--- src/tests/program.hex ---
// Instruction word in hex per line, word 0 at pc 0x00, then byte pc and assembly
00700093 // 0x00 addi x1, x0, 7
FFA00113 // 0x04 addi x2, x0, -6
002081B3 // 0x08 add  x3, x1, x2
40208233 // 0x0C sub  x4, x1, x2
0020F2B3 // 0x10 and  x5, x1, x2
0020E333 // 0x14 or   x6, x1, x2
001123B3 // 0x18 slt  x7, x2, x1
0020A433 // 0x1C slt  x8, x1, x2
00102023 // 0x20 sw   x1, 0(x0)
00202423 // 0x24 sw   x2, 8(x0)
00002483 // 0x28 lw   x9, 0(x0)
00802503 // 0x2C lw   x10, 8(x0)
00402583 // 0x30 lw   x11, 4(x0)
00208463 // 0x34 beq  x1, x2, +8
00148463 // 0x38 beq  x9, x1, +8
06300613 // 0x3C addi x12, x0, 99
01100013 // 0x40 addi x0, x0, 17
001006B3 // 0x44 add  x13, x0, x1
00000663 // 0x48 beq  x0, x0, +12
02100713 // 0x4C addi x14, x0, 33
00000663 // 0x50 beq  x0, x0, +12
FE000CE3 // 0x54 beq  x0, x0, -8
04D00813 // 0x58 addi x16, x0, 77
00D707B3 // 0x5C add  x15, x14, x13

--- src/source/rvIsaPkg.sv ---
package rvIsaPkg;

    // Datapath and address width
    localparam int xlen = 32;

    // x0 to x31
    localparam int regAddrWidth = 5;

    // Major opcodes, instruction bits 6:0
    typedef enum logic [6:0] {
        opRType  = 7'b0110011, // add, sub, and, or, slt
        opIType  = 7'b0010011, // addi only
        opLoad   = 7'b0000011, // lw
        opStore  = 7'b0100011, // sw
        opBranch = 7'b1100011  // beq
    } opcodeT;

    // Funct codes as {instruction[30], funct3}
    localparam logic [3:0] functAdd = 4'b0000;
    localparam logic [3:0] functSub = 4'b1000;
    localparam logic [3:0] functSlt = 4'b0010;
    localparam logic [3:0] functOr  = 4'b0110;
    localparam logic [3:0] functAnd = 4'b0111;

endpackage

--- src/source/cpuCtrlPkg.sv ---
package cpuCtrlPkg;

    // Operations the ALU understands
    typedef enum logic [3:0] {
        aluAdd = 4'd0,
        aluSub = 4'd1,
        aluAnd = 4'd2,
        aluOr  = 4'd3,
        aluSlt = 4'd4
    } aluOpT;

    // What the main decoder tells the ALU decoder
    typedef enum logic [1:0] {
        classMem    = 2'd0, // Address calculation by add
        classBranch = 2'd1, // beq compare by subtraction
        classFunct  = 2'd2  // Look at funct bits
    } aluClassT;

    // Memory depths in words
    localparam int imemWords = 64;
    localparam int dmemWords = 64;

    // Program image for the instruction ROM
    localparam imemFile = "/design/src/tests/program.hex";

endpackage

--- src/source/dataMemory.sv ---
`timescale 1ns/1ns

module dataMemory
    import rvIsaPkg::*;
    import cpuCtrlPkg::*;
(
    input  logic            CLK,
    input  logic            reset,
    input  logic [xlen-1:0] address,   // Byte address, word aligned
    input  logic [xlen-1:0] storeData,
    input  logic            memWrite,
    output logic [xlen-1:0] loadData
);

    logic [xlen-1:0]              ram [dmemWords];
    logic [$clog2(dmemWords)-1:0] wordIndex;

    assign wordIndex = address[$clog2(dmemWords)+1:2];

    always_ff @(posedge CLK) begin
        if (reset) begin
            for (int i = 0; i < dmemWords; i++) begin
                ram[i] <= '0;
            end
        end else if (memWrite) begin
            ram[wordIndex] <= storeData;
        end
    end

    assign loadData = ram[wordIndex];

endmodule

--- config.mk ---
export PLATFORM = sky130hd
export DESIGN_NAME = dataMemory
export DESIGN_NICKNAME = d
export VERILOG_FILES = /design/src/source/rvIsaPkg.sv /design/src/source/cpuCtrlPkg.sv /design/src/source/dataMemory.sv
export SDC_FILE = /design/constraint.sdc
export NUM_CORES = 2
export LEC_CHECK = 0
export BUFFER_PORTS_ARGS = -buffer_cell sky130_fd_sc_hd__clkbuf_2
export CORE_MARGIN = 10
export CORE_UTILIZATION = 35
export CTS_CLUSTER_SIZE = 12
export DETAILED_ROUTE_END_ITERATION = 16
export HOLD_SLACK_MARGIN = 0.08
export PLACE_DENSITY = 0.6
export SLEW_MARGIN = 20
export SYNTH_ARGS = -nofsm -noshare
export SYNTH_HDL_FRONTEND = slang
export SYNTH_SLANG_ARGS = --single-unit
--- constraint.sdc ---
create_clock -name CLK -period 3.1 [get_ports CLK]
set_input_delay 0.31 -clock CLK [delete_from_list [all_inputs] [get_ports CLK]]
set_output_delay 0.31 -clock CLK [all_outputs]
set_load 0.02 [all_outputs]
==> out/qor.yml <==
synth:
  synth_cell_type_count: 57
  syn_avg_cell_area_um2: 13.3
  synthArstFlopShare: 0
  syn_nets: 7037
  ys_seq_elements: 2048
  synthesis.area_um2: 92800
  yosysSeqAreaShare: 0.663
  yosysWarnings: 0
  synth_cells: 6970
  synth_edf_count: 2048
  synth_ff_type: "edfxtp_1"
pwr:
  fin_total_pwr_w: 0.0629
  p_clk_frac: 0.387
  ir_drop_uv: 531
  power.density_nw_per_um2: 567
  p_sw_w: 0.0154
  p_leak_nw: 38.7
  internal_power_w: 0.0475
  power_frac_comb: 0.100
  swShare: 0.245
  p_seq_frac: 0.513
cells_and_area:
  top_register: "ram"
  final_layout_size_suffix_gt1_frac: 0.230
  reg_top3: "ram: 2048 flops"
  stdcell_area_um2: 111000
  fin_nets: 7296
  largest_reg_flops: 2048
  syn2layout_area_growth_pct: 19.7
global_route:
  grt_pass1_wl_um: 444000
  antenna_found_initial: 21
  gr-total-overflow: 0
  grt_usage: 0.209
  grt_pass1_vias: 61100
  grt_max_degree: 65
floorplan:
  initial_utilization: 0.353
  die-area_um2: 286000
  core_area_um2: 263000
  placementRows: 188
  fp.dieW_um: 535
  fp.dieH_um: 535
  io_pins: 99
timing:
  setup-tns-final_ns: -6.00
  max_freq_ghz: 0.282
  grt_setup_unrepaired: "yes"
  period_share: 1.14
  whs_ns: 0.192
  slew_headroom: 0.320
  hold_violations: 0
  setup_violations: 31
  period_minus_slack_ns: 3.54
  tightest_slew_ns: 1.02
  setup_ws_ns: -0.441
  final-max-slew-violation-count: 0
detailed_routing:
  firstDrtPassIters: 6
  viasPerCell: 5.65
  wl_per_cell_um: 28.5
  drtAntennaViolNets: 0
  initialDrtViolationCount: 7368
  vias: 61600
  drc: 0
  drt_wl_total_um: 311000
status:
  violations: "negative setup slack"
  status: "complete, but fails checks"
placed_design:
  globalplace.congestion: 0.959
  io_buffers: 72
  dpl-instance-area_um2: 102000
  dp_hpwl_um: 200000
  pre_cts_ws_ns: -0.531
clocking:
  cts_root_buffer: "clkbuf_16"
  htreeDepth: 4
  path_clk_slew_ns: 0.06
  numCtsBuffers: 214
  clock_path_buffers: 3
  cts_tree: "yes"
  cts.sinks: 2048
critical_path:
  cp.required_ns: 2.79
  crit_arrival_ns: 3.23
  crit_fanout: 1
  start_kind: "flip-flop"
  critical_path_class: "flip-flop to primary output"
  cp-end-kind: "primary output"
job:
  drv_cap: 0
hold_path:
  hold_depth: 3
  hold_class: "input port to flip-flop"
==> cell families (layout without fill, tap and decap cells) <==
group,count (synthesis),count (layout),share of synthesized area
AND/OR/NAND/NOR,2536,2536,0.164
flip-flops,2048,2048,0.663
AO/OA/AOI/OAI,1326,1326,0.103
buffers and inverters,773,1194,0.0341
multiplexers,287,287,0.0369
other,0,5,0
==> placed cells by master, fill, tap and decap left out, types with 65 or more instances in the layout <==
master / n
a221oi_2: 70
a21oi_1: 112
mux2_2: 88
mux2i_1: 150
edfxtp_1: 2048
o22ai_1: 118
buf_4: 576
a221oi_1: 221
o21ai_0: 108
a22oi_1: 309
clkbuf_16: 217
nor2_1: 137
and2_1: 2049
nand2_1: 79
or2_2: 82
a22oi_2: 65
buf_12: 158
==> worst paths after layout <==
check	startpoint	endpoint
min	storeData[25]	ram[59][25]
max	ram[60][1]	loadData[1]
==> cell usage after synthesis, drive strengths merged (4+ instances only) <==
master | instances | share of area
a211oi | 26 | 0.0021
a21oi | 136 | 0.0073
a221o | 41 | 0.0044
a221oi | 293 | 0.028
a22o | 21 | 0.0020
a22oi | 374 | 0.030
a31oi | 8 | 0.00054
and2 | 2051 | 0.14
and3 | 5 | 0.00034
buf | 204 | 0.011
clkbuf | 566 | 0.023
edfxtp | 2048 | 0.66
mux2 | 101 | 0.012
mux2i | 152 | 0.016
mux4 | 34 | 0.0083
nand2 | 80 | 0.0032
nand2b | 4 | 0.00027
nand3 | 7 | 0.00038
nor2 | 198 | 0.0085
nor2b | 6 | 0.00040
nor3 | 43 | 0.0023
nor4 | 16 | 0.0011
o211ai | 40 | 0.0032
o21ai | 172 | 0.0093
o221ai | 18 | 0.0017
o22ai | 162 | 0.011
o2bb2ai | 4 | 0.00038
o31ai | 13 | 0.0011
or2 | 83 | 0.0056
or3 | 16 | 0.0011
or4 | 16 | 0.0013
==> worst max-delay path, cell delays in order (launching register included) <==
cell and delay (ns):
edfxtp_1 0.46, a22oi_2 0.22, buf_4 0.18, o32ai_2 0.10
nor3_2 0.21, nand4_1 0.23, buf_4 0.23, or4_4 0.56
buf_8 0.16
==> metal layers <==
layer / share of wire / global-route usage / up-vias
li1: - / - / 26300
met1: 0.41 / 0.284 / 31700
met2: 0.45 / 0.327 / 3020
met3: 0.094 / 0.0436 / 589
met4: 0.046 / 0.0847 / 12
met5: 0.00022 / 0 / -
==> timing repair <==
action | in CTS | in global routing
endpoints found under the setup margin | 32 | 32
cloned | 0 | 0
pin swaps | 106 | 79
hold buffers | 1 | 0
buffers inserted | 0 | 0
gates resized for setup | 383 | 139
hold endpoints to repair | 14 | 0
==> power groups by stage <==
| stage | Combinational, W | Sequential (W) | Clock [W] |
|---|---|---|---|
| 2_1_floorplan | 0.00263 | 0.0327 | 0 |
| 3_3_place_gp | 0.00568 | 0.0327 | 0 |
| 3_5_place_dp | 0.00571 | 0.0328 | 0 |
| 4_1_cts | 0.00609 | 0.0323 | 0.0246 |
| 5_1_grt | 0.00649 | 0.0324 | 0.0257 |
| 6_report | 0.00628 | 0.0323 | 0.0244 |
==> cell type report <==
cell class / instances / area [µm²]
diodes: 5 / 12.5
clock buffers: 270 / 5630
clock inverters: 108 / 843
fillers: 23800 / 152000
inverters: 3 / 18.8
multi-input cells: 4149 / 30400
flip-flops and latches: 2048 / 61500
well taps: 3515 / 4400
repair buffers: 813 / 8240
==> per-stage QoR <==
step | utilization | std cells
after global placement | 0.389 | 10500
final | 0.422 | 10900
after floorplan | - | 6970
after CTS | 0.420 | 10900
after global routing | 0.422 | 10900
after detailed placement | 0.389 | 10500
(Power assumes the default switching activity.)
