### config.mk
export PLATFORM = sky130hd
export DESIGN_NAME = controlUnit
export DESIGN_NICKNAME = d
export VERILOG_FILES = /design/src/source/rvIsaPkg.sv /design/src/source/cpuCtrlPkg.sv /design/src/source/controlUnit.sv
export SDC_FILE = /design/constraint.sdc
export NUM_CORES = 1
export LEC_CHECK = 0
export ABC_CLOCK_PERIOD_IN_PS = 1560
export BUFFER_PORTS_ARGS = -buffer_cell sky130_fd_sc_hd__clkbuf_2
export CAP_MARGIN = 25
export CORE_AREA = 10 10 47 49
export DETAILED_ROUTE_END_ITERATION = 8
export DIE_AREA = 0 0 57 59
export PLACE_DENSITY = 0.41
export RECOVER_POWER = 25
export SYNTH_ARGS = -nofsm -noshare
export SYNTH_HDL_FRONTEND = slang
export SYNTH_SLANG_ARGS = --single-unit
### constraint.sdc
create_clock -name vclk -period 1.56
set_input_delay 0.078 -clock vclk [all_inputs]
set_output_delay 0.078 -clock vclk [all_outputs]
set_load 0.05 [all_outputs]
### src/tests/program.hex
// Instruction word in hex per line, word 0 at pc 0x00, then byte pc and assembly
00700093 // 0x00 addi x1, x0, 7
FFA00113 // 0x04 addi x2, x0, -6
002081B3 // 0x08 add  x3, x1, x2
40208233 // 0x0C sub  x4, x1, x2
0020F2B3 // 0x10 and  x5, x1, x2
0020E333 // 0x14 or   x6, x1, x2
001123B3 // 0x18 slt  x7, x2, x1
0020A433 // 0x1C slt  x8, x1, x2
00102023 // 0x20 sw   x1, 0(x0)
00202423 // 0x24 sw   x2, 8(x0)
00002483 // 0x28 lw   x9, 0(x0)
00802503 // 0x2C lw   x10, 8(x0)
00402583 // 0x30 lw   x11, 4(x0)
00208463 // 0x34 beq  x1, x2, +8
00148463 // 0x38 beq  x9, x1, +8
06300613 // 0x3C addi x12, x0, 99
01100013 // 0x40 addi x0, x0, 17
001006B3 // 0x44 add  x13, x0, x1
00000663 // 0x48 beq  x0, x0, +12
02100713 // 0x4C addi x14, x0, 33
00000663 // 0x50 beq  x0, x0, +12
FE000CE3 // 0x54 beq  x0, x0, -8
04D00813 // 0x58 addi x16, x0, 77
00D707B3 // 0x5C add  x15, x14, x13

### src/source/rvIsaPkg.sv
package rvIsaPkg;

    // Datapath and address width
    localparam int xlen = 32;

    // x0 to x31
    localparam int regAddrWidth = 5;

    // Major opcodes, instruction bits 6:0
    typedef enum logic [6:0] {
        opRType  = 7'b0110011, // add, sub, and, or, slt
        opIType  = 7'b0010011, // addi only
        opLoad   = 7'b0000011, // lw
        opStore  = 7'b0100011, // sw
        opBranch = 7'b1100011  // beq
    } opcodeT;

    // Funct codes as {instruction[30], funct3}
    localparam logic [3:0] functAdd = 4'b0000;
    localparam logic [3:0] functSub = 4'b1000;
    localparam logic [3:0] functSlt = 4'b0010;
    localparam logic [3:0] functOr  = 4'b0110;
    localparam logic [3:0] functAnd = 4'b0111;

endpackage

### src/source/cpuCtrlPkg.sv
package cpuCtrlPkg;

    // Operations the ALU understands
    typedef enum logic [3:0] {
        aluAdd = 4'd0,
        aluSub = 4'd1,
        aluAnd = 4'd2,
        aluOr  = 4'd3,
        aluSlt = 4'd4
    } aluOpT;

    // What the main decoder tells the ALU decoder
    typedef enum logic [1:0] {
        classMem    = 2'd0, // Address calculation by add
        classBranch = 2'd1, // beq compare by subtraction
        classFunct  = 2'd2  // Look at funct bits
    } aluClassT;

    // Memory depths in words
    localparam int imemWords = 64;
    localparam int dmemWords = 64;

    // Program image for the instruction ROM
    localparam imemFile = "/design/src/tests/program.hex";

endpackage

### src/source/controlUnit.sv
`timescale 1ns/1ns

module controlUnit
    import rvIsaPkg::*;
    import cpuCtrlPkg::*;
(
    input  logic       reset,
    input  opcodeT     opcode,
    input  logic [3:0] funct,    // {bit 30, funct3}
    output logic       regWrite,
    output logic       aluSrc,
    output logic       memWrite,
    output logic       memToReg,
    output logic       branch,
    output aluOpT      aluOp
);

    aluClassT aluClass;

    // Main decoder
    always_comb begin
        regWrite = 1'b0;
        aluSrc   = 1'b0;
        memWrite = 1'b0;
        memToReg = 1'b0;
        branch   = 1'b0;
        aluClass = classMem;

        case (opcode)
            opRType: begin
                regWrite = 1'b1;
                aluClass = classFunct;
            end
            opIType: begin
                regWrite = 1'b1;
                aluSrc   = 1'b1; // Bit 30 plays no part in addi
            end
            opLoad: begin
                regWrite = 1'b1;
                aluSrc   = 1'b1;
                memToReg = 1'b1;
            end
            opStore: begin
                aluSrc   = 1'b1;
                memWrite = 1'b1;
            end
            opBranch: begin
                branch   = 1'b1;
                aluClass = classBranch; // Equal operands give zero
            end
            default: begin
            end
        endcase

        if (reset) begin
            regWrite = 1'b0;
            memWrite = 1'b0;
        end
    end

    // ALU decoder
    always_comb begin
        case (aluClass)
            classMem:    aluOp = aluAdd;
            classBranch: aluOp = aluSub;
            classFunct: begin
                case (funct)
                    functAdd: aluOp = aluAdd;
                    functSub: aluOp = aluSub;
                    functAnd: aluOp = aluAnd;
                    functOr:  aluOp = aluOr;
                    functSlt: aluOp = aluSlt;
                    default:  aluOp = aluAdd;
                endcase
            end
            default: aluOp = aluAdd;
        endcase
    end

endmodule

==> results.sh <==
export IMPL_hold_ws_ns=0.504
export IMPL_crit_fanout=2
export IMPL_multi_input_area_um2=243
export IMPL_fp_dieW_um=57
export IMPL_rsz0062_at_grt="true"
export IMPL_layout_nets=67
export IMPL_routedWlPerCell_um=10.6
export IMPL_hold_buffers=0
export IMPL_synth_cells=28
export IMPL_antenna_cells=0
export IMPL_finalSetupViolCount=2
export IMPL_syn_area_um2=170
export IMPL_arrival_ns=1.51
export IMPL_maxCapViolations=0
export IMPL_yosys_area_top_type="ha_1"
export IMPL_synth_top_area_share_pct=14.7
export IMPL_crit_family="simple AND/OR/NAND/NOR gates"
export IMPL_end_kind="output port"
export IMPL_synthTopCellsByArea="ha_1 15%, nor3b_1 13%, nor3_1 12%"
export IMPL_crit_path_start_kind="input port"
export IMPL_antenna_left=0
export IMPL_ys_types=18
export IMPL_max_vdd_ir_drop_v=0.0000612
export IMPL_num_clock_buffers=0
export IMPL_die_area_um2=3360
export IMPL_io_buffers=20
export IMPL_first_pass_iters=1
export IMPL_period_needed_ns=1.59
export IMPL_place_ws_ns=-0.132
export IMPL_finalWorstSetupSlack_ns=-0.0326
export IMPL_critical_path_endpoint="aluOp[0]"
export IMPL_antenna_found_initial=0
export IMPL_dpl_hpwl_um=632
export IMPL_drc=0
export IMPL_grt_pass1_wl_um=1170
export IMPL_cp_startpoint="opcode[3]"
export IMPL_crit_buf_inv=4
export IMPL_fp_row_count=14
export IMPL_synth_fp_nets=42
export IMPL_cp_cell_sequence="clkbuf_2 -> or4_4 -> buf_6 -> or2_1 -> ha_2 -> inv_2 -> a21oi_4 -> buf_12"
export IMPL_fillers=159
export IMPL_ys_warn_count=0
export IMPL_critical_path_required_ns=1.48
export IMPL_drt_iter0_drc=0
export IMPL_period_share_pct=102
export IMPL_slew_violations=0
export IMPL_hold_class="input port to output port"
export IMPL_path_depth=8
export IMPL_hold_viol=0
export IMPL_crit_slowest_cell="or4_4"
export IMPL_yosysSeqAreaShare_pct=0
export IMPL_fp_coreArea_um2=1400
export IMPL_vias=272
export IMPL_status="finished with violations"
export IMPL_initial_core_util_pct=12.1
export IMPL_grt_pass1_vias=288
export IMPL_routabilityCongestion=0.608
export IMPL_wirelength_um=712
export IMPL_grt_overflow_total=0
export IMPL_maxSlewHeadroom_pct=59.9
export IMPL_p_leak_nw=0.204
export IMPL_slowest_delay_ns=0.56
export IMPL_ios=21
export IMPL_hp_start="reset"
export IMPL_layout_drive_gt1_share_pct=72.5
export IMPL_worstHoldPathCells=3
export IMPL_die_y_um=59
export IMPL_seq_area_um2=0
export IMPL_syn_avg_cell_area_um2=6.08
export IMPL_yosysMostFrequentCell="nor3_1"
export IMPL_area_growth_pct=167
export IMPL_violations="setup timing"
export IMPL_seq_cell_count=0
export IMPL_worst_slew_pin_slew_ns=0.605
export IMPL_pwr_density_cell_nw_per_um2=118
export IMPL_crit_type="input port to output port"
export IMPL_fmax_mhz=628
export IMPL_gr_usage_all_layers_pct=3.83
export IMPL_routed_via_density=4.06
export IMPL_netlist_top_cells_count="4 x nor3_1, 3 x nand2_1, 3 x nor3b_1"
export IMPL_grt_max_degree=5
## worst min path at each step
stage | to
after floorplan | aluOp[2]
after global placement | aluOp[2]
after detailed placement | aluOp[2]
after CTS | aluOp[2]
after global routing | memWrite
final | memWrite
## power by group
part	switching [mW]	internal, mW
sequential	0	0
clock	0	0
combinational	0.0308	0.0227
## cells by family after synthesis
kind of cell	count (synthesis)	share of synthesized area, %
adder cells (fa/ha/maj)	2	14.7
other	1	2.20
AND/OR/NAND/NOR	19	64.7
buffers and inverters	3	9.56
AO/OA/AOI/OAI	3	8.82
## through the flow
stage	TNS [ns]	area, um^2	total power [mW]	utilization (%)	cells
2_1_floorplan	-0.861	223	0.0235	-	28
6_report	-0.0633	454	0.0535	32.4	67
5_1_grt	-0.209	454	0.0578	32.4	67
3_5_place_dp	-0.291	392	0.0461	27.9	65
4_1_cts	-0.0972	440	0.0522	31.4	67
3_3_place_gp	-0.300	392	0.0458	27.9	65
## layout by cell type, fill, tap and decap left out
| cell type | count |
|---|---|
| clkbuf_4 | 1 |
| buf_2 | 1 |
| and3b_1 | 1 |
| buf_12 | 3 |
| buf_6 | 1 |
| ha_2 | 1 |
| nand2_1 | 2 |
| nand2_4 | 1 |
| ha_4 | 1 |
| inv_2 | 1 |
| nand2b_1 | 1 |
| nor2b_1 | 1 |
| nor3_2 | 1 |
| clkbuf_1 | 1 |
| nor3_4 | 1 |
| o21ai_2 | 1 |
| a21oi_1 | 1 |
| buf_4 | 4 |
| nor2_4 | 1 |
| and3_1 | 1 |
| nand3_1 | 1 |
| clkbuf_2 | 14 |
| a21oi_4 | 1 |
| nor3_1 | 2 |
| conb_1 | 1 |
| or4_4 | 1 |
| nor2b_4 | 1 |
| nor3b_4 | 1 |
| nor3b_2 | 1 |
| nor3b_1 | 1 |
| or2_1 | 1 |
## timing repair
action	CTS	global route
endpoints found under the hold margin	0	0
buffers inserted	2	0
pin swaps	4	3
gates resized for setup	9	6
endpoints found under the setup margin	3	5
## final cells by class
type | count | area share, %
tap | 16 | 4.41
inverter | 1 | 0.826
timing repair buffer | 25 | 41.3
multi-input combinational | 25 | 53.4
## per-layer routing
metal	vias up	track usage, %	routed length, um
met5	-	0	0
met4	0	0	0
met3	0	0.215	14
met1	125	3.99	265
li1	141	-	-
met2	6	8.37	431
Power figures use the tool's default switching activity.
