### src/source/rvIsaPkg.sv
package rvIsaPkg;

    // Datapath and address width
    localparam int xlen = 32;

    // x0 to x31
    localparam int regAddrWidth = 5;

    // Major opcodes, instruction bits 6:0
    typedef enum logic [6:0] {
        opRType  = 7'b0110011, // add, sub, and, or, slt
        opIType  = 7'b0010011, // addi only
        opLoad   = 7'b0000011, // lw
        opStore  = 7'b0100011, // sw
        opBranch = 7'b1100011  // beq
    } opcodeT;

    // Funct codes as {instruction[30], funct3}
    localparam logic [3:0] functAdd = 4'b0000;
    localparam logic [3:0] functSub = 4'b1000;
    localparam logic [3:0] functSlt = 4'b0010;
    localparam logic [3:0] functOr  = 4'b0110;
    localparam logic [3:0] functAnd = 4'b0111;

endpackage

### src/source/immediateGenerator.sv
`timescale 1ns/1ns

module immediateGenerator
    import rvIsaPkg::*;
(
    input  logic [xlen-1:0] instruction,
    output logic [xlen-1:0] immediate
);

    // Twelve payload bits with instruction bit 31 on top
    logic [11:0] rawImm;

    always_comb begin
        case (opcodeT'(instruction[6:0]))
            opIType, opLoad: begin
                rawImm = instruction[31:20];
            end
            opStore: begin
                rawImm = {instruction[31:25], instruction[11:7]};
            end
            opBranch: begin
                // imm[12:1] without the low zero
                rawImm = {instruction[31], instruction[7], instruction[30:25], instruction[11:8]};
            end
            default: begin
                rawImm = '0;
            end
        endcase
    end

    assign immediate = {{(xlen-12){rawImm[11]}}, rawImm};

endmodule

### config.mk
export PLATFORM = sky130hd
export DESIGN_NAME = immediateGenerator
export DESIGN_NICKNAME = d
export VERILOG_FILES = /design/src/source/rvIsaPkg.sv /design/src/source/immediateGenerator.sv
export SDC_FILE = /design/constraint.sdc
export NUM_CORES = 1
export LEC_CHECK = 0
export ABC_AREA = 1
export BUFFER_PORTS_ARGS = -buffer_cell sky130_fd_sc_hd__buf_4
export CORE_MARGIN = 1.5
export CORE_UTILIZATION = 34
export DETAILED_ROUTE_END_ITERATION = 7
export GPL_ROUTABILITY_DRIVEN = 0
export PLACE_DENSITY = 0.95
export SETUP_SLACK_MARGIN = 0.4
export SYNTH_ARGS = -nofsm -noshare
export SYNTH_HDL_FRONTEND = slang
export SYNTH_SLANG_ARGS = --single-unit
### constraint.sdc
create_clock -name vclk -period 2.1
set_input_delay 0.42 -clock vclk [all_inputs]
set_output_delay 0.42 -clock vclk [all_outputs]
set_load 0.1 [all_outputs]
==> results of run 1 <==
kinds of logic after synthesis:
kind of cell    Yosys count  share of synthesized area, %
compound gates            1                         0.982
buf+inv                  30                          43.7
simple gates             52                          55.3
metrics by stage:
stage          util [%]  setup slack, ns
2_1_floorplan         -            0.150
3_3_place_gp       65.2            0.254
3_5_place_dp       65.2            0.226
4_1_cts            97.6            0.331
repair_timing:
item,CTS
setup buffers,0
gates resized for setup,97
pin swaps,4
gates cloned,4
setup endpoints to repair,32
==> results.yml, run 1 <==
status:
  status: "did not finish"
  stop_stage: "global routing"
  error: "[ERROR DPL-0038] Utilization greater than 100%, impossible to legalize"
floorplanning:
  ios: 64
  die_y_um: 41.7
  start_util_pct: 37.7
  num_rows: 13
  die-width_um: 41.7
yosys:
  ys_types: 12
  ys_warn_count: 0
  syn-instance-count: 83
  synthTopCellsByCount: "44 x nand3_1, 21 x buf_4, 4 x buf_6"
  yosys.area.top_type: "nand3_1"
  avgSynthCellArea_sq_um: 6.14
  synth.most_common_cell: "nand3_1"
  synth.area.top_cells: "nand3_1 43%, buf_4 31%, buf_6 8.8%"
  synthesis.area_sq_um: 509
  yosysTopAreaCellShare_pct: 43.2
  yosysSeqAreaShare_pct: 0
  synth_nets: 115
placed_design:
  portBuffers: 56
  numPlacedInstances: 132
  place_area_sq_um: 881
  dp_hpwl_um: 1150
clock_network:
  cts_hold_buf: 0
sta:
  grt-worst-endpoint: "immediate[6]"
  worst-endpoint-pin-kind: "primary output"
global_route:
  grt_max_degree: 18
==> run 2, diff against run 1 <==
Settings changed: CORE_AREA set to 2 2 63 65, CORE_MARGIN 1.5 to unset, CORE_UTILIZATION 34 to unset, DIE_AREA set to 0 0 65 67, PLACE_DENSITY 0.95 to unset, PLACE_DENSITY_LB_ADDON set to 0.15, SETUP_SLACK_MARGIN 0.4 to unset.
==> run 2 against run 1 <==
- the run now ends clean
- synthesized area unchanged
- synthesized cell count did not move
==> results.yml, run 2 <==
sta:
  min_period_ns: 1.84
  setup_tns_ns: 0
  worst_pin_slew_ns: 0.285
  hold_violations: 0
  fmax_mhz: 545
  finalSetupViolCount: 0
  final.period_utilization_pct: 87.4
  relSlewSlack_pct: 81.2
  drv_slew: 0
  whs_ns: 1.31
  rsz0062_at_grt: "no"
finish:
  clock_buffers: 0
  seq_cells: 0
  final_nets: 151
  regArea_sq_um: 0
  n_antenna_cell: 0
  n_fill_cell: 411
  layout-drive-gt1-share_pct: 58.1
  syn_to_final_growth_pct: 62.9
  final_cell_mix: "59 x buf_4, 44 x nand3_1, 3 x nand2_2, 3 x inv_1, 2 x nor2_2"
  final_common_cell: "buf_4"
power:
  powerDensity_mw_per_mm2: 158
  pwr-share-clk_pct: 0
  leakage_nw: 0.453
  p_sw_uw: 83.7
  swShare_pct: 64.0
  p_seq_share_pct: 0
  power_frac_comb_pct: 100.0
  vdd_drop_max_uv: 41.8
  intPower_uw: 47.1
floorplanning:
  core_area_sq_mm: 0.00361
  start_util_pct: 14.1
  die-width_um: 65
  ios: 64
  die_y_um: 67
  num_rows: 22
  dieArea_sq_mm: 0.00436
setup_path:
  worst_ep_required_time_ns: 1.68
  critPathLaunch: "instruction[2]"
  path_class: "input port to output pin"
  worstPathArrival_ns: 1.42
  crit_fanout: 33
  end_kind: "output pin"
  startpoint_type: "input port"
drt:
  routed_wl_um: 1580
  drc: 0
  wl_per_cell_um: 9.55
  detail-route-antenna-nets: 0
  vias_per_cell: 3.82
  dr.pass1.iters: 4
  vias: 631
  drtIter0Drc: 27
global_route:
  grt_pass1_vias: 521
  grt_max_degree: 34
  track_usage_pct: 6.50
  grt-ovfl-total: 0
  antenna_found_initial: 0
  grt_pass1_wl_um: 2370
yosys:
  synthTopCellsByCount: "44 x nand3_1, 21 x buf_4, 4 x buf_6"
  yosys.area.top_type: "nand3_1"
  syn-instance-count: 83
  ys_types: 12
  synth_nets: 115
  avgSynthCellArea_sq_um: 6.14
  synth.most_common_cell: "nand3_1"
  synth.area.top_cells: "nand3_1 43%, buf_4 31%, buf_6 8.8%"
  synthesis.area_sq_um: 509
  ys_warn_count: 0
  yosysSeqAreaShare_pct: 0
  yosysTopAreaCellShare_pct: 43.2
clock_network:
  post_cts.repair.setup_buffers: 0
  cts_hold_buf: 0
  ctsResizeCount: 0
placed_design:
  dp_hpwl_um: 1250
  portBuffers: 56
worst_hold_path:
  hold_start: "instruction[10]"
  hold_class: "input port to output pin"
run:
  cap_violations: 0
status:
  status: "finished, final reports clean"
## run 2: stage by stage
step / cell area (sq um) / power, mW / util [%] / instances / setup slack [ns]
after floorplan: 514 / 0.0818 / - / 83 / 0.0561
after global placement: 830 / 0.131 / 23.0 / 165 / 0.257
after detailed placement: 830 / 0.131 / 23.0 / 165 / 0.242
after CTS: 830 / 0.131 / 23.0 / 165 / 0.239
after global routing: 830 / 0.139 / 23.0 / 165 / 0.166
final: 830 / 0.131 / 23.0 / 165 / 0.264
## run 2: layout make-up
| type | instances | area, sq um | share of cell area (%) |
|---|---|---|---|
| Multi-Input combinational cell | 53 | 292 | 35.1 |
| Tap cell | 48 | 60.1 | 7.24 |
| Inverter | 4 | 15.0 | 1.81 |
| Timing Repair Buffer | 60 | 463 | 55.8 |
## run 2: final timing paths
kind / end / depth (start not counted) / slack [ns]
hold / removal: immediate[2] / 4 / 1.31
setup / recovery: immediate[4] / 8 / 0.26
## run 2: power by group through the flow
stage	sequential [mW]	combinational, mW	clock (mW)
2_1_floorplan	0	0.0818	0
3_3_place_gp	0	0.131	0
3_5_place_dp	0	0.131	0
4_1_cts	0	0.131	0
5_1_grt	0	0.139	0
6_report	0	0.131	0
## run 2: worst max-delay path, cell delays in order
cell	delay, ns
buf_4	0.10
inv_1	0.05
nand2_2	0.08
nor2_8	0.10
buf_12	0.17
nand3_1	0.08
nand3_1	0.09
buf_4	0.29
## run 2: kinds of logic after synthesis
logic type | Yosys count | synth area share, %
AOI/OAI and AO/OA | 1 | 0.982
and+or+nand+nor | 52 | 55.3
buffers and inverters | 30 | 43.7
## run 2: layer usage
metal	track usage (%)	routed length, um
met1	8.10	634
met2	12.9	825
met3	0.338	115
met4	0	0
met5	0	0
No activity file was read; power rests on OpenSTA's default activity.
==> run 3, diff against run 2 <==
Settings changed: PLACE_DENSITY set to 0.41, PLACE_DENSITY_LB_ADDON 0.15 to unset.
Clock period 2.1 ns to 2.3 ns, I/O delays scaled along.
==> run 3 against run 2 <==
- non-clock buffer count increased by 1
- sequential share of layout area unchanged
- core utilization rose by 0.45 points
- via count increased by 9.5%
- hold slack improved by 0.083 ns
- flip-flop and latch count did not move
- final area grew 2.0%
- first-iteration DRC count is 15% lower
- final cell count up 0.61%
- clock-buffer cell count unchanged
- critical path type unchanged
- largest cell class unchanged
==> results.yml, run 3 (synthesized netlist as in run 2, its figures left out) <==
status:
  status: "finished, final reports clean"
power:
  total_power_uw: 121
  powerDensity_mw_per_mm2: 143
  vdd_drop_max_uv: 22.4
  leakage_nw: 0.463
drt:
  vias_per_cell: 4.16
  drc: 0
  dr.pass1.iters: 4
  wl_per_cell_um: 9.82
  detail-route-antenna-nets: 0
  drtIter0Drc: 23
  vias: 691
  routed_wl_um: 1630
floorplanning:
  die_y_um: 67
  dieArea_sq_mm: 0.00436
  core_area_sq_mm: 0.00361
  ios: 64
  num_rows: 22
  start_util_pct: 14.1
  die-width_um: 65
finish:
  multi_input_area_sq_um: 288
  clock_buffers: 0
  final_nets: 152
  seq_cells: 0
  syn_to_final_growth_pct: 66.1
  n_antenna_cell: 0
  finalInstanceArea_sq_um: 846
  final_cell_mix: "59 x buf_4, 44 x nand3_1, 3 x nand2_2, 3 x inv_1"
  stdcell_count: 166
  regArea_sq_um: 0
  n_fill_cell: 411
  fin_util_pct: 23.5
  final_common_cell: "buf_4"
  layout-drive-gt1-share_pct: 58.5
sta:
  finalSetupViolCount: 0
  worst_slack_ns: 0.254
  hold_violations: 0
  worst_pin_slew_ns: 0.283
  fmax_mhz: 489
  min_period_ns: 2.05
  whs_ns: 1.39
  setup_tns_ns: 0
  relSlewSlack_pct: 81.3
  drv_slew: 0
  rsz0062_at_grt: "no"
  final.period_utilization_pct: 89.0
placed_design:
  portBuffers: 56
  dp_hpwl_um: 1330
  place_area_sq_um: 846
  numPlacedInstances: 166
  place_ws_ns: 0.235
setup_path:
  startpoint_type: "input port"
  max_stage_delay_ns: 0.29
  end_kind: "output pin"
  path_class: "input port to output pin"
  worstPathArrival_ns: 1.59
  crit_fanout: 21
  critPathTopFamily: "buffers and inverters"
  crit_path_cell_trace: "buf_4 > inv_1 > nand2_2 > nor2_8 > and3_2 > buf_12 > buf_4"
  crit_top_cell: "buf_4"
  worst_ep_required_time_ns: 1.84
  worst-path-buf-inv: 4
  cp_slowest_cell: "buf_4"
clock_network:
  ctsResizeCount: 0
  post_cts.repair.setup_buffers: 0
  cts_hold_buf: 0
global_route:
  antenna_found_initial: 0
  grt_max_degree: 22
  grt-ovfl-total: 0
  track_usage_pct: 7.56
  grt_pass1_vias: 624
  grt_pass1_wl_um: 2700
worst_hold_path:
  hold_class: "input port to output pin"
run:
  cap_violations: 0
[run 3: changes by cell type in the layout (fill, tap and decap cells not counted), sizes merged]
cell / change
buf: +1
[run 3: cell type report]
type               instances  share of cell area (%)
inverters                  4                    1.78
multi-input cells         53                    34.0
well taps                 48                    7.10
repair buffers            61                    57.1
[run 3: final timing paths]
path                       start             to  depth (start not counted)
setup / recovery  instruction[2]  immediate[14]                          7
hold / removal    instruction[9]   immediate[1]                          4
[run 3: where the power goes]
group	switching, mW	internal [mW]	leakage, nW
Sequential	0	0	0
Clock	0	0	0
Combinational	0.0772	0.0436	0.463
[run 3: metal layers]
metal	up-vias	part of all wire [%]	global-route usage (%)
li1	335	-	-
met1	309	38	8.00
met2	47	50	16.4
met3	0	12	1.01
met4	0	0	0
met5	-	0	0
[run 3: tightest hold or removal path: stages]
cell,delay (ns)
buf_4,0.11
nand3_1,0.07
nand3_1,0.06
buf_4,0.23
