==> src/tests/program.hex <==
// Instruction word in hex per line, word 0 at pc 0x00, then byte pc and assembly
00700093 // 0x00 addi x1, x0, 7
FFA00113 // 0x04 addi x2, x0, -6
002081B3 // 0x08 add  x3, x1, x2
40208233 // 0x0C sub  x4, x1, x2
0020F2B3 // 0x10 and  x5, x1, x2
0020E333 // 0x14 or   x6, x1, x2
001123B3 // 0x18 slt  x7, x2, x1
0020A433 // 0x1C slt  x8, x1, x2
00102023 // 0x20 sw   x1, 0(x0)
00202423 // 0x24 sw   x2, 8(x0)
00002483 // 0x28 lw   x9, 0(x0)
00802503 // 0x2C lw   x10, 8(x0)
00402583 // 0x30 lw   x11, 4(x0)
00208463 // 0x34 beq  x1, x2, +8
00148463 // 0x38 beq  x9, x1, +8
06300613 // 0x3C addi x12, x0, 99
01100013 // 0x40 addi x0, x0, 17
001006B3 // 0x44 add  x13, x0, x1
00000663 // 0x48 beq  x0, x0, +12
02100713 // 0x4C addi x14, x0, 33
00000663 // 0x50 beq  x0, x0, +12
FE000CE3 // 0x54 beq  x0, x0, -8
04D00813 // 0x58 addi x16, x0, 77
00D707B3 // 0x5C add  x15, x14, x13

==> src/source/rvIsaPkg.sv <==
package rvIsaPkg;

    // Datapath and address width
    localparam int xlen = 32;

    // x0 to x31
    localparam int regAddrWidth = 5;

    // Major opcodes, instruction bits 6:0
    typedef enum logic [6:0] {
        opRType  = 7'b0110011, // add, sub, and, or, slt
        opIType  = 7'b0010011, // addi only
        opLoad   = 7'b0000011, // lw
        opStore  = 7'b0100011, // sw
        opBranch = 7'b1100011  // beq
    } opcodeT;

    // Funct codes as {instruction[30], funct3}
    localparam logic [3:0] functAdd = 4'b0000;
    localparam logic [3:0] functSub = 4'b1000;
    localparam logic [3:0] functSlt = 4'b0010;
    localparam logic [3:0] functOr  = 4'b0110;
    localparam logic [3:0] functAnd = 4'b0111;

endpackage

==> src/source/cpuCtrlPkg.sv <==
package cpuCtrlPkg;

    // Operations the ALU understands
    typedef enum logic [3:0] {
        aluAdd = 4'd0,
        aluSub = 4'd1,
        aluAnd = 4'd2,
        aluOr  = 4'd3,
        aluSlt = 4'd4
    } aluOpT;

    // What the main decoder tells the ALU decoder
    typedef enum logic [1:0] {
        classMem    = 2'd0, // Address calculation by add
        classBranch = 2'd1, // beq compare by subtraction
        classFunct  = 2'd2  // Look at funct bits
    } aluClassT;

    // Memory depths in words
    localparam int imemWords = 64;
    localparam int dmemWords = 64;

    // Program image for the instruction ROM
    localparam imemFile = "/design/src/tests/program.hex";

endpackage

==> src/source/alu.sv <==
`timescale 1ns/1ns

module alu
    import rvIsaPkg::*;
    import cpuCtrlPkg::*;
(
    input  logic [xlen-1:0] operandA,
    input  logic [xlen-1:0] operandB,
    input  aluOpT           aluOp,
    output logic [xlen-1:0] result,
    output logic            zero
);

    logic lessThan;

    // Signed compare for slt
    assign lessThan = $signed(operandA) < $signed(operandB);

    always_comb begin
        case (aluOp)
            aluAdd:  result = operandA + operandB;
            aluSub:  result = operandA - operandB;
            aluAnd:  result = operandA & operandB;
            aluOr:   result = operandA | operandB;
            aluSlt:  result = {{(xlen-1){1'b0}}, lessThan};
            default: result = '0;
        endcase
    end

    assign zero = (result == '0); // Used by beq

endmodule

==> config.mk <==
export PLATFORM = sky130hd
export DESIGN_NAME = alu
export DESIGN_NICKNAME = d
export VERILOG_FILES = /design/src/source/rvIsaPkg.sv /design/src/source/cpuCtrlPkg.sv /design/src/source/alu.sv
export SDC_FILE = /design/constraint.sdc
export NUM_CORES = 1
export LEC_CHECK = 0
export CAP_MARGIN = 15
export CORE_MARGIN = 8
export CORE_UTILIZATION = 45
export DETAILED_ROUTE_END_ITERATION = 8
export DONT_BUFFER_PORTS = 1
export GPL_TIMING_DRIVEN = 0
export PLACE_DENSITY = 0.59
export SLEW_MARGIN = 20
export SYNTH_ARGS = -nofsm -noshare
export SYNTH_HDL_FRONTEND = slang
export SYNTH_SLANG_ARGS = --single-unit
==> constraint.sdc <==
create_clock -name vclk -period 10.41
set_input_delay 0 -clock vclk [all_inputs]
set_output_delay 0 -clock vclk [all_outputs]
set_load 0.02 [all_outputs]
==> results of run 1 <==
==> cell type report <==
cell class | count | area (µm²)
well taps | 143 | 179
plain buffers | 44 | 263
fillers | 1209 | 5960
multi-input cells | 638 | 4610
inverters | 92 | 345
repair buffers | 1 | 10.0
==> synth_stat cells, drive strengths merged (7+ instances only) <==
library cell  count
ha              104
inv              92
a21oi            72
nand2            67
nor2             56
o21ai            43
nor3             32
clkbuf           30
a211oi           15
o211ai           15
o21bai           15
o221ai           15
xnor2            14
a21o             13
buf              13
nand4            12
nand3            10
a221o             9
a31oi             9
o21a              9
or3               9
nor2b             7
==> path summary, 6_finish.rpt <==
check	start	end	slack, ps	depth (start not counted)
setup / recovery	operandA[0]	zero	6140	13
hold / removal	aluOp[2]	result[25]	310	2
==> power by group <==
part	total (mW)	internal [mW]	switching, mW	leakage (nW)
clock network	0	0	0	0
logic	0.303	0.103	0.200	2.47
registers	0	0	0	0
==> worst max-delay path: stages <==
cell and delay [ps]:
ha_1 220, inv_1 80, fa_1 370, nand2b_1 180
a21oi_1 320, o32ai_1 150, a221o_2 480, or4_1 570
or4_1 430, or4_1 480, nor4b_2 350, nor4b_2 270
and4b_1 360
==> per-stage QoR <==
| step | instances | area, µm² | hold slack [ps] |
|---|---|---|---|
| 2_1_floorplan | 774 | 5220 | 187 |
| 3_3_place_gp | 917 | 5400 | 300 |
| 3_5_place_dp | 918 | 5410 | 296 |
| 4_1_cts | 918 | 5410 | 296 |
| 5_1_grt | 918 | 5410 | 313 |
| 6_report | 918 | 5410 | 309 |
==> layer usage <==
layer | track usage, % | vias to the layer above
li1 | - | 2826
met1 | 31.5 | 2810
met2 | 45.1 | 297
met3 | 5.17 | 47
met4 | 9.33 | 0
met5 | 0 | -
==> cells by family after synthesis <==
family	Yosys count	share of synthesized area, %
multiplexers	5	1.20
AO/OA/AOI/OAI	273	36.0
buffers and inverters	136	11.6
AND/OR/NAND/NOR	235	22.3
XOR/XNOR	19	3.19
adder cells (fa/ha/maj)	106	25.7
==> impl_metrics.csv, run 1 <==
group,metric,value,unit
yosys,yosysWarnings,0,
detailed_routing,detail_route.vias_per_cell,6.51,
worst_setup_path,worstSetupPathType,"in2out",
sta,min_period_over_period,41.0,%
pwr,ir_worst_vdd,0.0236,mV
detailed_routing,wl,20900,µm
placement,place_ws,6170,ps
detailed_routing,vias,5980,
detailed_routing,drt_iter0_markers,522,
sta,drv_slew,0,
yosys,synth_area,5220,µm²
outcome,outcome,"finished, final reports clean",
sta,tns,0,ps
yosys,syn-instance-count,774,
pwr,leakage,2.47,nW
floorplan,die_h,124,µm
floorplan,num_rows,39,
pwr,total_power,0.303,mW
placement,place_hpwl,17400,µm
yosys,synth.avg_cell_area,6.75,µm²
sta,tightest_slew,905,ps
pwr,powerDensity,56.1,nW/µm²
grt,grt_usage,26.1,%
cts,ctsHoldBuffers,0,
floorplan,dieWidth,124,µm
worst_setup_path,arrival,4270,ps
detailed_routing,top_layer,"met4",
detailed_routing,wl_met3,2040,µm
yosys,yosys.area.top_type_share,24.9,%
detailed_routing,routedWlPerCell,22.8,µm
sta,setup_viol,0,
detailed_routing,antenna_left,0,
detailed_routing,wl_met1,8340,µm
detailed_routing,wl_met2,9850,µm
finish,seq_cells,0,
sta,rsz0062_at_grt,"no",
grt,gr-total-overflow,0,
floorplan,io-pin-count,101,
sta,final_hold_viol_count,0,
floorplan,coreArea,11400,µm²
run,drv_cap,0,
cts,ctsResizeCount,0,
finish,num_antenna_cells,0,
sta,relSlewSlack,39.5,%
yosys,synth_cell_types,78,
grt,first_global_vias,5713,
cts,cts_setup_buffers,0,
worst_setup_path,critPathLaunchType,"primary input",
floorplan,dieArea,15300,µm²
finish,drive_above_1_share,5.16,%
detailed_routing,drcViolationCount,0,
detailed_routing,drt_pass1_iterations,6,
yosys,yosysTopAreaCell,"ha_1",
grt,grt_max_degree,11,
finish,regArea,0,µm²
sta,fin_ws,6140,ps
finish,nClkBuffers,0,
grt,antenna_found_initial,0,
worst_setup_path,crit_required,10410,ps
worst_setup_path,crit_fanout,4,
placement,place_congestion,0.976,
finish,utilization,47.6,%
placement,numPortBuffers,0,
grt,grt_pass1_wl,31300,µm
finish,layout_common_cells,"ha_1, inv_1, a21oi_1, nand2_1, nor2_1",
finish,final_nets,951,
yosys,synth_area_leaders,"ha_1, a21oi_1, inv_1",
min_path,hold_path.class,"in2out",
sta,fmax,0.234,GHz
finish,area_growth,3.64,%
floorplan,initial_core_util,45.9,%
worst_setup_path,end_kind,"output port",
yosys,syn_nets,948,
yosys,ys_seq_area_share,0,%
sta,period_minus_slack,4270,ps
finish,layout_commonest_cell,"ha_1",
No activity file was read; power rests on OpenSTA's default activity.
==> inputs of run 2 (changes only) <==
--- a/config.mk
+++ b/config.mk
@@ -11,7 +11,7 @@
 export DETAILED_ROUTE_END_ITERATION = 8
 export DONT_BUFFER_PORTS = 1
 export GPL_TIMING_DRIVEN = 0
-export PLACE_DENSITY = 0.59
+export PLACE_DENSITY = 0.61
 export SLEW_MARGIN = 20
 export SYNTH_ARGS = -nofsm -noshare
 export SYNTH_HDL_FRONTEND = slang
==> constraint.sdc (replaced) <==
create_clock -name vclk -period 3.7
set_input_delay 0 -clock vclk [all_inputs]
set_output_delay 0 -clock vclk [all_outputs]
set_load 0.02 [all_outputs]
==> impl_metrics.csv, run 2 (synthesized netlist as in run 1, its figures left out) <==
group,metric,value,unit
worst_setup_path,worstSetupPathType,"in2out",
detailed_routing,vias,6082,
floorplan,num_rows,39,
outcome,outcome,"finished, violations left",
sta,final_hold_viol_count,0,
finish,nClkBuffers,0,
sta,period_minus_slack,3810,ps
finish,multi_input_area,4850,µm²
detailed_routing,antenna_left,0,
grt,grt_usage,26.5,%
worst_setup_path,crit_fanout,5,
placement,place_hpwl,17400,µm
worst_setup_path,critPathLaunchType,"primary input",
sta,tightest_slew,1080,ps
finish,layout_commonest_cell,"ha_1",
pwr,powerDensity,162,nW/µm²
cts,ctsHoldBuffers,0,
worst_setup_path,arrival,3810,ps
placement,place_ws,-566,ps
sta,min_period_over_period,103,%
sta,rsz0062_at_grt,"yes",
run,drv_cap,0,
pwr,leakage,2.54,nW
detailed_routing,detail_route.vias_per_cell,6.60,
min_path,holdPathStages,3,
finish,final_nets,955,
finish,utilization,50.0,%
pwr,ir_worst_vdd,0.0860,mV
detailed_routing,wl,21300,µm
finish,regArea,0,µm²
placement,place_congestion,0.948,
detailed_routing,routedWlPerCell,23.1,µm
worst_setup_path,crit_start,"operandA[1]",
detailed_routing,drt_iter0_markers,536,
sta,fin_ws,-109,ps
grt,antenna_found_initial,0,
worst_setup_path,crit_required,3700,ps
sta,setup_viol,1,
placement,placedInstanceArea,5400,µm²
finish,area_growth,8.99,%
outcome,violations,"setup timing",
finish,num_antenna_cells,0,
min_path,hold_start,"aluOp[3]",
finish,seq_cells,0,
floorplan,die_h,124,µm
sta,relSlewSlack,27.4,%
floorplan,dieWidth,124,µm
finish,layout_common_cells,"ha_1, inv_1, nand2_1, a21oi_1, nor2_1",
min_path,hold_path.class,"in2out",
worst_setup_path,end_kind,"output port",
detailed_routing,drcViolationCount,0,
min_path,hold_path_end,"result[0]",
finish,final_cell_area,5690,µm²
floorplan,coreArea,11400,µm²
grt,grt_max_degree,11,
placement,dp.cells,917,
sta,fmax,0.263,GHz
sta,drv_slew,0,
finish,fillers,1200,
grt,first_global_vias,5855,
floorplan,dieArea,15300,µm²
placement,numPortBuffers,0,
grt,gr-total-overflow,0,
sta,fin_hold_ws,274,ps
grt,grt_pass1_wl,31900,µm
floorplan,initial_core_util,45.9,%
finish,final_cell_count_no_fill,922,
finish,drive_above_1_share,10.4,%
detailed_routing,drt_pass1_iterations,6,
floorplan,io-pin-count,101,
[run 2: final cells by class]
class	count	area share [%]
inverter	92	6.07
buffer	41	4.46
timing repair buffer	8	1.06
tap	143	3.14
multi-input combinational	638	85.3
[run 2: power by group]
| group | internal [mW] | leakage (nW) | switching [mW] |
|---|---|---|---|
| Clock | 0 | 0 | 0 |
| Sequential | 0 | 0 | 0 |
| Combinational | 0.328 | 2.54 | 0.596 |
| Total | 0.328 | 2.54 | 0.596 |
[run 2: repair_timing]
item                       4_1_cts  5_1_grt
buffers inserted                 6        2
gates resized for setup         34       13
setup endpoints to repair        1        1
pin swaps                       11        8
hold endpoints to repair         0        0
cloned                           0        0
[run 2: per-stage QoR]
stage	power, mW	TNS (ps)
floorplan	0.626	0
global placement	0.831	-897
detailed placement	0.834	-566
CTS	0.888	-148
global route	0.996	-248
finish	0.924	-109
[run 2: how the worst max path moves through the flow]
stage	endpoint	slack (ps)
2_1_floorplan	zero	140
5_1_grt	zero	-250
3_5_place_dp	zero	-570
6_report	zero	-110
3_3_place_gp	zero	-670
4_1_cts	zero	-150
[run 2: routing by layer]
layer	share of wire, %	vias to the layer above	GRT usage, %
met5	0	-	0
met4	4.4	0	12.1
met3	11	60	7.03
met2	47	309	45.2
met1	37	2879	30.3
li1	-	2834	-
[run 2: worst max-delay path, stage by stage]
cell,delay [ps]
inv_1,140
ha_1,310
a211oi_2,250
buf_4,160
o211a_1,230
o21ai_4,110
a221o_1,360
a221o_2,430
or4_4,540
or4_4,470
nor4b_4,220
nor4b_4,230
and4b_2,350
