`src/source/rvIsaPkg.sv`:
```
package rvIsaPkg;

    // Datapath and address width
    localparam int xlen = 32;

    // x0 to x31
    localparam int regAddrWidth = 5;

    // Major opcodes, instruction bits 6:0
    typedef enum logic [6:0] {
        opRType  = 7'b0110011, // add, sub, and, or, slt
        opIType  = 7'b0010011, // addi only
        opLoad   = 7'b0000011, // lw
        opStore  = 7'b0100011, // sw
        opBranch = 7'b1100011  // beq
    } opcodeT;

    // Funct codes as {instruction[30], funct3}
    localparam logic [3:0] functAdd = 4'b0000;
    localparam logic [3:0] functSub = 4'b1000;
    localparam logic [3:0] functSlt = 4'b0010;
    localparam logic [3:0] functOr  = 4'b0110;
    localparam logic [3:0] functAnd = 4'b0111;

endpackage

```
`src/source/programCounter.sv`:
```
`timescale 1ns/1ns

module programCounter
    import rvIsaPkg::*;
(
    input  logic            CLK,
    input  logic            reset,
    input  logic [xlen-1:0] immediate,  // B immediate in half-words
    input  logic            takeBranch,
    output logic [xlen-1:0] pc
);

    logic [xlen-1:0] pcPlus4;
    logic [xlen-1:0] branchTarget;
    logic [xlen-1:0] nextPc;

    assign pcPlus4      = pc + 32'd4;
    assign branchTarget = pc + {immediate[xlen-2:0], 1'b0}; // Back to a byte offset

    assign nextPc = takeBranch ? branchTarget : pcPlus4;

    always_ff @(posedge CLK) begin
        if (reset) begin
            pc <= '0;
        end else begin
            pc <= nextPc;
        end
    end

endmodule

```
`config.mk`:
```
export PLATFORM = sky130hd
export DESIGN_NAME = programCounter
export DESIGN_NICKNAME = d
export VERILOG_FILES = /design/src/source/rvIsaPkg.sv /design/src/source/programCounter.sv
export SDC_FILE = /design/constraint.sdc
export NUM_CORES = 1
export LEC_CHECK = 0
export BUFFER_PORTS_ARGS = -buffer_cell sky130_fd_sc_hd__buf_2
export CAP_MARGIN = 25
export CORE_ASPECT_RATIO = 1.25
export CORE_UTILIZATION = 50
export CTS_BUF_LIST = sky130_fd_sc_hd__clkbuf_8
export DETAILED_ROUTE_END_ITERATION = 8
export HOLD_SLACK_MARGIN = 0.08
export PLACE_DENSITY_LB_ADDON = 0.08
export SETUP_SLACK_MARGIN = 0.1
export SKIP_LAST_GASP = 1
export SLEW_MARGIN = 20
export SYNTH_ARGS = -nofsm -noshare
export SYNTH_HDL_FRONTEND = slang
export SYNTH_SLANG_ARGS = --single-unit
```
`constraint.sdc`:
```
create_clock -name CLK -period 3.6 [get_ports CLK]
set_input_delay 0.36 -clock CLK [delete_from_list [all_inputs] [get_ports CLK]]
set_output_delay 0.36 -clock CLK [all_outputs]
set_load 0.005 [all_outputs]
```
==> results of run 1 <==
[Yosys cell counts, types with 6 or more instances]
cell type   n  share of area (%)
ha_1       31                 12
dfxtp_1    31                 19
nor2_1     50                5.8
xor2_1     19                5.1
inv_1      11                1.3
xnor2_1    28                7.5
a211oi_1   18                4.1
and3_1      6                1.2
nand4_1    14                2.7
a21oi_1    29                4.5
clkbuf_1   13                1.5
nand3_1    17                2.6
nor3_1      9                1.4
a31oi_1     6                1.2
o21ai_1     6               0.92
a21o_1     17                3.9
o21ai_0    15                2.3
nand2_1    32                3.7
[layout make-up]
type	instances	area, sq um
Inverter	11	41.29
Clock buffer	6	82.58
Clock inverter	2	35.03
Fill cell	615	2525
Sequential cell	31	620.6
Tap cell	85	106.4
Multi-Input combinational cell	366	2507
Timing Repair Buffer	65	327.8
[worst max-delay path, delay by kind of cell (launching register included)]
| family | cells | cell delay (ns) |
|---|---|---|
| fa+ha+maj | 2 | 0.60 |
| buf+inv | 1 | 0.06 |
| mux | 1 | 0.33 |
| simple gates | 1 | 0.16 |
| compound gates | 5 | 1.23 |
| flops | 1 | 0.36 |
[per-layer routing]
layer / GRT usage (%) / routed length [microns] / vias up
met5: 0 / 0 / -
met4: 13.21 / 278 / 0
met3: 3.846 / 385 / 24
met2: 45.98 / 4476 / 125
met1: 33.02 / 3862 / 1583
li1: - / - / 1692
[cells by family after synthesis]
family                     count (synthesis)  share of synthesized area [%]
other                                      1                         0.1150
muxes                                      3                         0.9593
and+or+nand+nor                          154                          23.52
DFF                                       31                          19.03
AOI/OAI and AO/OA                        129                          27.17
adders and majority gates                 32                          12.51
xor gates and xnor gates                  47                          12.62
buffers and inverters                     31                          4.068
[per-stage QoR]
stage | worst slack [ns] | power, uW | instances
6_report | 0.7548 | 1570 | 566
5_1_grt | 0.6123 | 1684 | 566
4_1_cts | 0.7401 | 1570 | 566
3_5_place_dp | 0.6770 | 1190 | 558
3_3_place_gp | 0.7774 | 1180 | 558
2_1_floorplan | 1.159 | 999.1 | 428
[power by group through the flow]
stage          Sequential, uW  Clock (uW)  Combinational, uW
2_1_floorplan             473           0                526
3_3_place_gp              482           0                698
3_5_place_dp              484           0                706
4_1_cts                   477         383                711
5_1_grt                   486         400                798
6_report                  477         374                718
[final timing paths]
check,slack (ns),endpoint,cells after the start
worst min register to register,0.54,pc[1],2
worst max register to register,0.75,pc[31],10
worst max-delay path,0.75,pc[31],10
worst min-delay path,0.43,pc[1],4
==> qor.log, run 1 <==
qor: critical_path.worst_ep_required_time 3.79 ns
qor: final_layout.mostFrequentLayoutCell buf_2
qor: synthesis.synth.lib_cells_used.distinct 65
qor: clock_tree.root_buffer clkbuf_8
qor: synthesis.synthCells 428
qor: clock_tree.post_cts.repair.setup_buffers 0
qor: synthesis.synth.net_count 495
qor: synthesis.synth-main-ff-cell dfxtp_1
qor: floorplanning.die_height 92.29 microns
qor: clock_tree.clock_tree_from_tritoncts yes
qor: job.cap_violations 0
qor: place.number_of_buffers_added_on_ports 64
qor: critical_path.crit_path_start_kind flip-flop
qor: final_layout.final_layout_size_suffix_gt1_share 17.67%
qor: synthesis.synth-warning-count 0
qor: place.gp_congestion 0.9412
qor: floorplanning.start_util 52.20%
qor: final_layout.finalCoreUtilization 59.58%
qor: power.vdd.ir_drop.worst 224.4 uV
qor: synthesis.ys_seq_area_share 19.03%
qor: critical_path.crit_start pc[1]
qor: critical_path.critPathSlowestCell fa_1
qor: timing.post-route-min-period 2.845 ns
qor: clock_tree.ctsHtreeMaxLevel 2
qor: synthesis.synth_area 0.003261 sq mm
qor: power.leakage 0.001702 uW
qor: drt.wl 9.002 mm
qor: clock_tree.clkSinkCount 31
qor: critical_path.critical_path.endpoint_type flip-flop
qor: final_layout.num-nets-final 547
qor: final_layout.most-common-layout-cells 64 x buf_2, 50 x nor2_1, 32 x nand2_1
qor: clock_tree.cts_buffer_depth 2
qor: synthesis.syn_avg_cell_area 7.618 sq um
qor: power.sw_frac_of_total 40.24%
qor: clock_tree.cts.repair.resized 0
qor: drt.route.vias.total 3,424
qor: timing.post-route-period-util 79.03%
qor: final_layout.area_growth_syn_to_layout 14.12%
qor: floorplanning.floorplan.core_area 0.006246 sq mm
qor: min_path.startpoint_of_the_tightest_hold_check_path immediate[0]
qor: power.power.internal 938.1 uW
qor: clock_tree.cts_hold_repair.buffers 0
qor: synthesis.postSynth.asyncResetShare 0%
qor: final_layout.n_antenna_cell 0
qor: grt.grt_ovf 0
qor: grt.antenna_violations_before_repair 0
qor: drt.detail-route-antenna-nets 0
qor: floorplanning.die_area 0.006850 sq mm
qor: min_path.hp-class in -> reg
qor: final_layout.biggestRegsByFlops pc (31)
qor: timing.timing.final.max_slew_violations 0
qor: timing.finalSetupViolCount 0
qor: timing.worst_pin_slew 0.5743 ns
qor: timing.hold_viol_final 0
qor: final_layout.largest_register_ffs 31
qor: critical_path.worstPathMaxFanout 5
qor: synthesis.ys_ff_latch 31
qor: drt.drt_drc_violations_left 0
qor: power.power_density 421.9 mW/mm^2
qor: final_layout.design_area 0.003721 sq mm
qor: floorplanning.placementRows 32
qor: power.power_switching 631.7 uW
qor: timing.finalHoldWorstSlack 0.4257 ns
qor: grt.grt_use_total 27.23%
qor: critical_path.worstReg2RegStart pc[1]
qor: critical_path.crit_arrival 3.03 ns
qor: critical_path.startpoint_to_endpoint_class_of_the_critical_path reg -> reg
qor: final_layout.registers.top_by_ff_count pc
qor: floorplanning.chipWidth 74.23 microns
qor: synthesis.edff_count_synth 0
qor: critical_path.slowest_delay 0.41 ns
qor: critical_path.crit_path_cell_trace ha_1 -> inv_1 -> fa_1 -> nor2b_1 -> o2111ai_1 -> a21boi_1 -> a311o_1 -> a21oi_1 -> o211ai_2 -> mux2_1
qor: drt.drt_pass1_iterations 4
qor: power.p_clk_share 23.9%
qor: grt.grt_start_max_net_pins 31
qor: place.place_area 0.003603 sq mm
qor: status.result_of_the_run completed
qor: grt.global_route_wire_length_before_repair 14.47 mm
qor: drt.viasPerCell 6.049
qor: drt.routed_wire_per_std_cell 15.90 microns
qor: timing.final.setup.tns 0 ns
qor: grt.grt_pass1_vias 3,176
qor: floorplanning.design.portCount 67
qor: drt.drtIter0Drc 197
qor: clock_tree.clock_network_latency_to_the_later_pin_of_the_worst_skew_pair 0.29 ns
qor: place.hpwl 6.975 mm
qor: timing.clock-skew-final 0.009407 ns
qor: timing.rsz_0062_raised_after_global_routing false
qor: clock_tree.cts_buffers 5
qor: clock_tree.clkTransAtPathRegs 0.08 ns
qor: power.share_seq_of_total_power 30.4%
qor: power.pwr-share-comb 45.7%
qor: timing.maxSlewHeadroom 61.64%
qor: timing.fmaxAchievable 351.5 MHz
(Power assumes the default switching activity.)
==> run 2: changes to the inputs <==
clock period = 2.9 ns   (was 3.6 ns; I/O delays follow)
==> run 2 against run 1 <==
Power rose by 18%. Critical path type unchanged. Non-clock buffer count is 5 higher. Critical endpoint is now pc[29]. Utilization grew 0.12 points.
==> qor.log, run 2 (same netlist as run 1, synthesis figures left out) <==
qor: status.result_of_the_run completed
qor: drt.viasPerCell 5.937 [-1.9%]
qor: floorplanning.die_area 0.006850 sq mm [unchanged]
qor: min_path.startpoint_of_the_tightest_hold_check_path immediate[0]
qor: clock_tree.clock_tree_from_tritoncts yes
qor: grt.global_routing_met3_resource_utilization 3.736% [-0.11 points]
qor: final_layout.mostFrequentLayoutCell buf_2
qor: critical_path.startpoint_to_endpoint_class_of_the_critical_path reg -> reg
qor: critical_path.worst_ep_required_time 3.10 ns [-0.69 ns]
qor: critical_path.critPathSlowestCell fa_1
qor: final_layout.largest_register_ffs 31 [unchanged]
qor: timing.maxSlewHeadroom 60.17% [-1.5 points]
qor: timing.worst_pin_slew 0.5962 ns [+0.02190 ns]
qor: clock_tree.cts_buffers 5 [unchanged]
qor: grt.gr-usage-met1 32.30% [-0.72 points]
qor: drt.routed_wire_per_std_cell 15.71 microns [-1.2%]
qor: timing.post-route-min-period 2.538 ns [-0.3068 ns]
qor: grt.grt_use_total 27.19% [-0.047 points]
qor: final_layout.final_layout_size_suffix_gt1_share 18.72% [+1.1 points]
qor: critical_path.critical_path.n_buffers_inverters 1 [unchanged]
qor: floorplanning.placementRows 32 [unchanged]
qor: grt.grt.busiest_layer met2
qor: clock_tree.clkTransAtPathRegs 0.07 ns [about the same]
qor: power.vdd.ir_drop.worst 234.8 uV [+4.6%]
qor: drt.detail-route-antenna-nets 0 [unchanged]
qor: timing.hold_viol_final 0 [unchanged]
qor: drt.route.vias.total 3,390 [-0.99%]
qor: timing.clock-skew-final 0.008575 ns [-0.0008314 ns]
qor: min_path.hp-class in -> reg
qor: critical_path.slowest_delay 0.39 ns [-0.02 ns]
qor: timing.fmaxAchievable 394.0 MHz [+12%]
qor: critical_path.crit_arrival 2.74 ns [-0.29 ns]
qor: critical_path.crit_path_start_kind flip-flop
qor: place.gp_congestion 0.9359 [-0.56%]
qor: power.leakage 0.001715 uW [+0.73%]
qor: clock_tree.ctsHtreeMaxLevel 2 [unchanged]
qor: clock_tree.cts_hold_repair.buffers 0 [unchanged]
qor: power.power_density 496.0 mW/mm^2 [+18%]
qor: clock_tree.clock_network_latency_to_the_later_pin_of_the_worst_skew_pair 0.29 ns [about the same]
qor: drt.drt_drc_violations_left 0 [unchanged]
qor: critical_path.worstPathMaxFanout 5 [unchanged]
qor: timing.timing.final.max_slew_violations 0 [unchanged]
qor: critical_path.worstRegToRegCells 10 [unchanged]
qor: floorplanning.chipWidth 74.23 microns [unchanged]
qor: place.hpwl 7.062 mm [+1.2%]
qor: clock_tree.clkSinkCount 31 [unchanged]
qor: clock_tree.cts_buffer_depth 2 [unchanged]
qor: drt.drt_pass1_iterations 4 [unchanged]
qor: critical_path.total_number_of_cells_along_the_worst_setup_path 10 [unchanged]
qor: final_layout.most-common-layout-cells 64 x buf_2, 50 x nor2_1, 32 x nand2_1
qor: drt.wl 8.971 mm [-0.34%]
qor: critical_path.crit_start pc[1]
qor: timing.finalHoldWorstSlack 0.3702 ns [-0.05550 ns]
qor: grt.grt_ovf 0 [unchanged]
qor: grt.grt_pass1_vias 3,206 [+0.94%]
qor: final_layout.registers.top_by_ff_count pc
qor: timing.finalSetupViolCount 0 [unchanged]
qor: drt.drtIter0Drc 144 [-27%]
qor: place.number_of_buffers_added_on_ports 64 [unchanged]
qor: min_path.whs_path_cells 4 [unchanged]
qor: critical_path.crit_path_cell_trace ha_1 -> inv_1 -> fa_1 -> nor2b_1 -> o2111ai_1 -> a21boi_2 -> a21oi_2 -> o221a_2 -> a2111o_1 -> o221ai_1
qor: grt.global_route_wire_length_before_repair 14.50 mm [+0.19%]
qor: final_layout.biggestRegsByFlops pc (31)
qor: final_layout.num-nets-final 552 [+0.91%]
qor: timing.final.setup.tns 0 ns [unchanged]
qor: timing.rsz_0062_raised_after_global_routing false
qor: grt.antenna_violations_before_repair 0 [unchanged]
qor: critical_path.worstReg2RegStart pc[1]
qor: critical_path.critical_path.endpoint_type flip-flop
qor: final_layout.n_antenna_cell 0 [unchanged]
qor: critical_path.family_with_the_most_delay_on_the_worst_path compound AO/OA/AOI/OAI gates
qor: floorplanning.die_height 92.29 microns [unchanged]
qor: floorplanning.start_util 52.20% [unchanged]
qor: final_layout.area_growth_syn_to_layout 14.35%
qor: floorplanning.design.portCount 67 [unchanged]
qor: floorplanning.floorplan.core_area 0.006246 sq mm [unchanged]
qor: job.cap_violations 0 [unchanged]
qor: timing.post-route-period-util 87.53% [+8.5 points]
qor: grt.grt_start_max_net_pins 29 [-6.5%]
qor: clock_tree.post_cts.repair.setup_buffers 0 [unchanged]
qor: clock_tree.root_buffer clkbuf_8
qor: grt.grtUsageMet2 47.12% [+1.1 points]
==> run 2: cell types whose count changed in the layout (fill, tap and decap cells not counted) <==
cell	delta
clkbuf_8	-1
clkinv_2	+2
a21boi_1	-1
buf_4	+5
a21boi_2	+1
bufinv_16	-1
==> run 2: report_power, final <==
group          total, uW  leakage (uW)  internal (uW)  switching (uW)
Sequential           580      0.000257            493            87.2
Combinational        919       0.00141            405             514
Clock                350     0.0000477            164             185
==> run 2: cell type report <==
type	count	area (sq um)
clock inverter	3	15.01
sequential	31	620.6
fill	635	2517
tap	85	106.4
clock buffer	5	68.82
timing repair buffer	70	365.4
multi-input combinational	366	2511
inverter	11	41.29
==> run 2: path summary, 6_finish.rpt <==
path / to / slack (ns)
hold reg to reg: pc[1] / 0.53
hold / removal: pc[1] / 0.37
setup / recovery: pc[29] / 0.36
setup reg to reg: pc[29] / 0.36
==> run 2: stage by stage <==
| stage | util, % | instance area [sq um] | total power (uW) | instances | setup slack [ns] |
|---|---|---|---|---|---|
| final | 59.70 | 3729 | 1849 | 571 | 0.3616 |
| after global routing | 59.70 | 3729 | 1992 | 571 | 0.1571 |
| after CTS | 59.64 | 3725 | 1853 | 571 | 0.2804 |
| after detailed placement | 58.29 | 3641 | 1494 | 563 | 0.2781 |
| after global placement | 58.29 | 3641 | 1484 | 563 | 0.3032 |
| after floorplan | - | 3261 | 1240 | 428 | 0.4591 |
==> run 2: worst register-to-register path, stage by stage, from the launching register on <==
cell       delay (ns)
dfxtp_1          0.35
ha_1             0.18
inv_1            0.05
fa_1             0.39
nor2b_1          0.18
o2111ai_1        0.16
a21boi_2         0.24
a21oi_2          0.14
o221a_2          0.32
a2111o_1         0.37
o221ai_1         0.07
==> run 2: metal layers <==
metal	routed length [microns]	share of wire [%]
met1	3869	43
met2	4460	50
met3	392	4.4
met4	250	2.8
met5	0	0
==> run 2: what timing repair did <==
| item | CTS | global route |
|---|---|---|
| resized for setup | 0 | 1 |
| endpoints found under the hold margin | 0 | 0 |
| setup endpoints to repair | 0 | 2 |
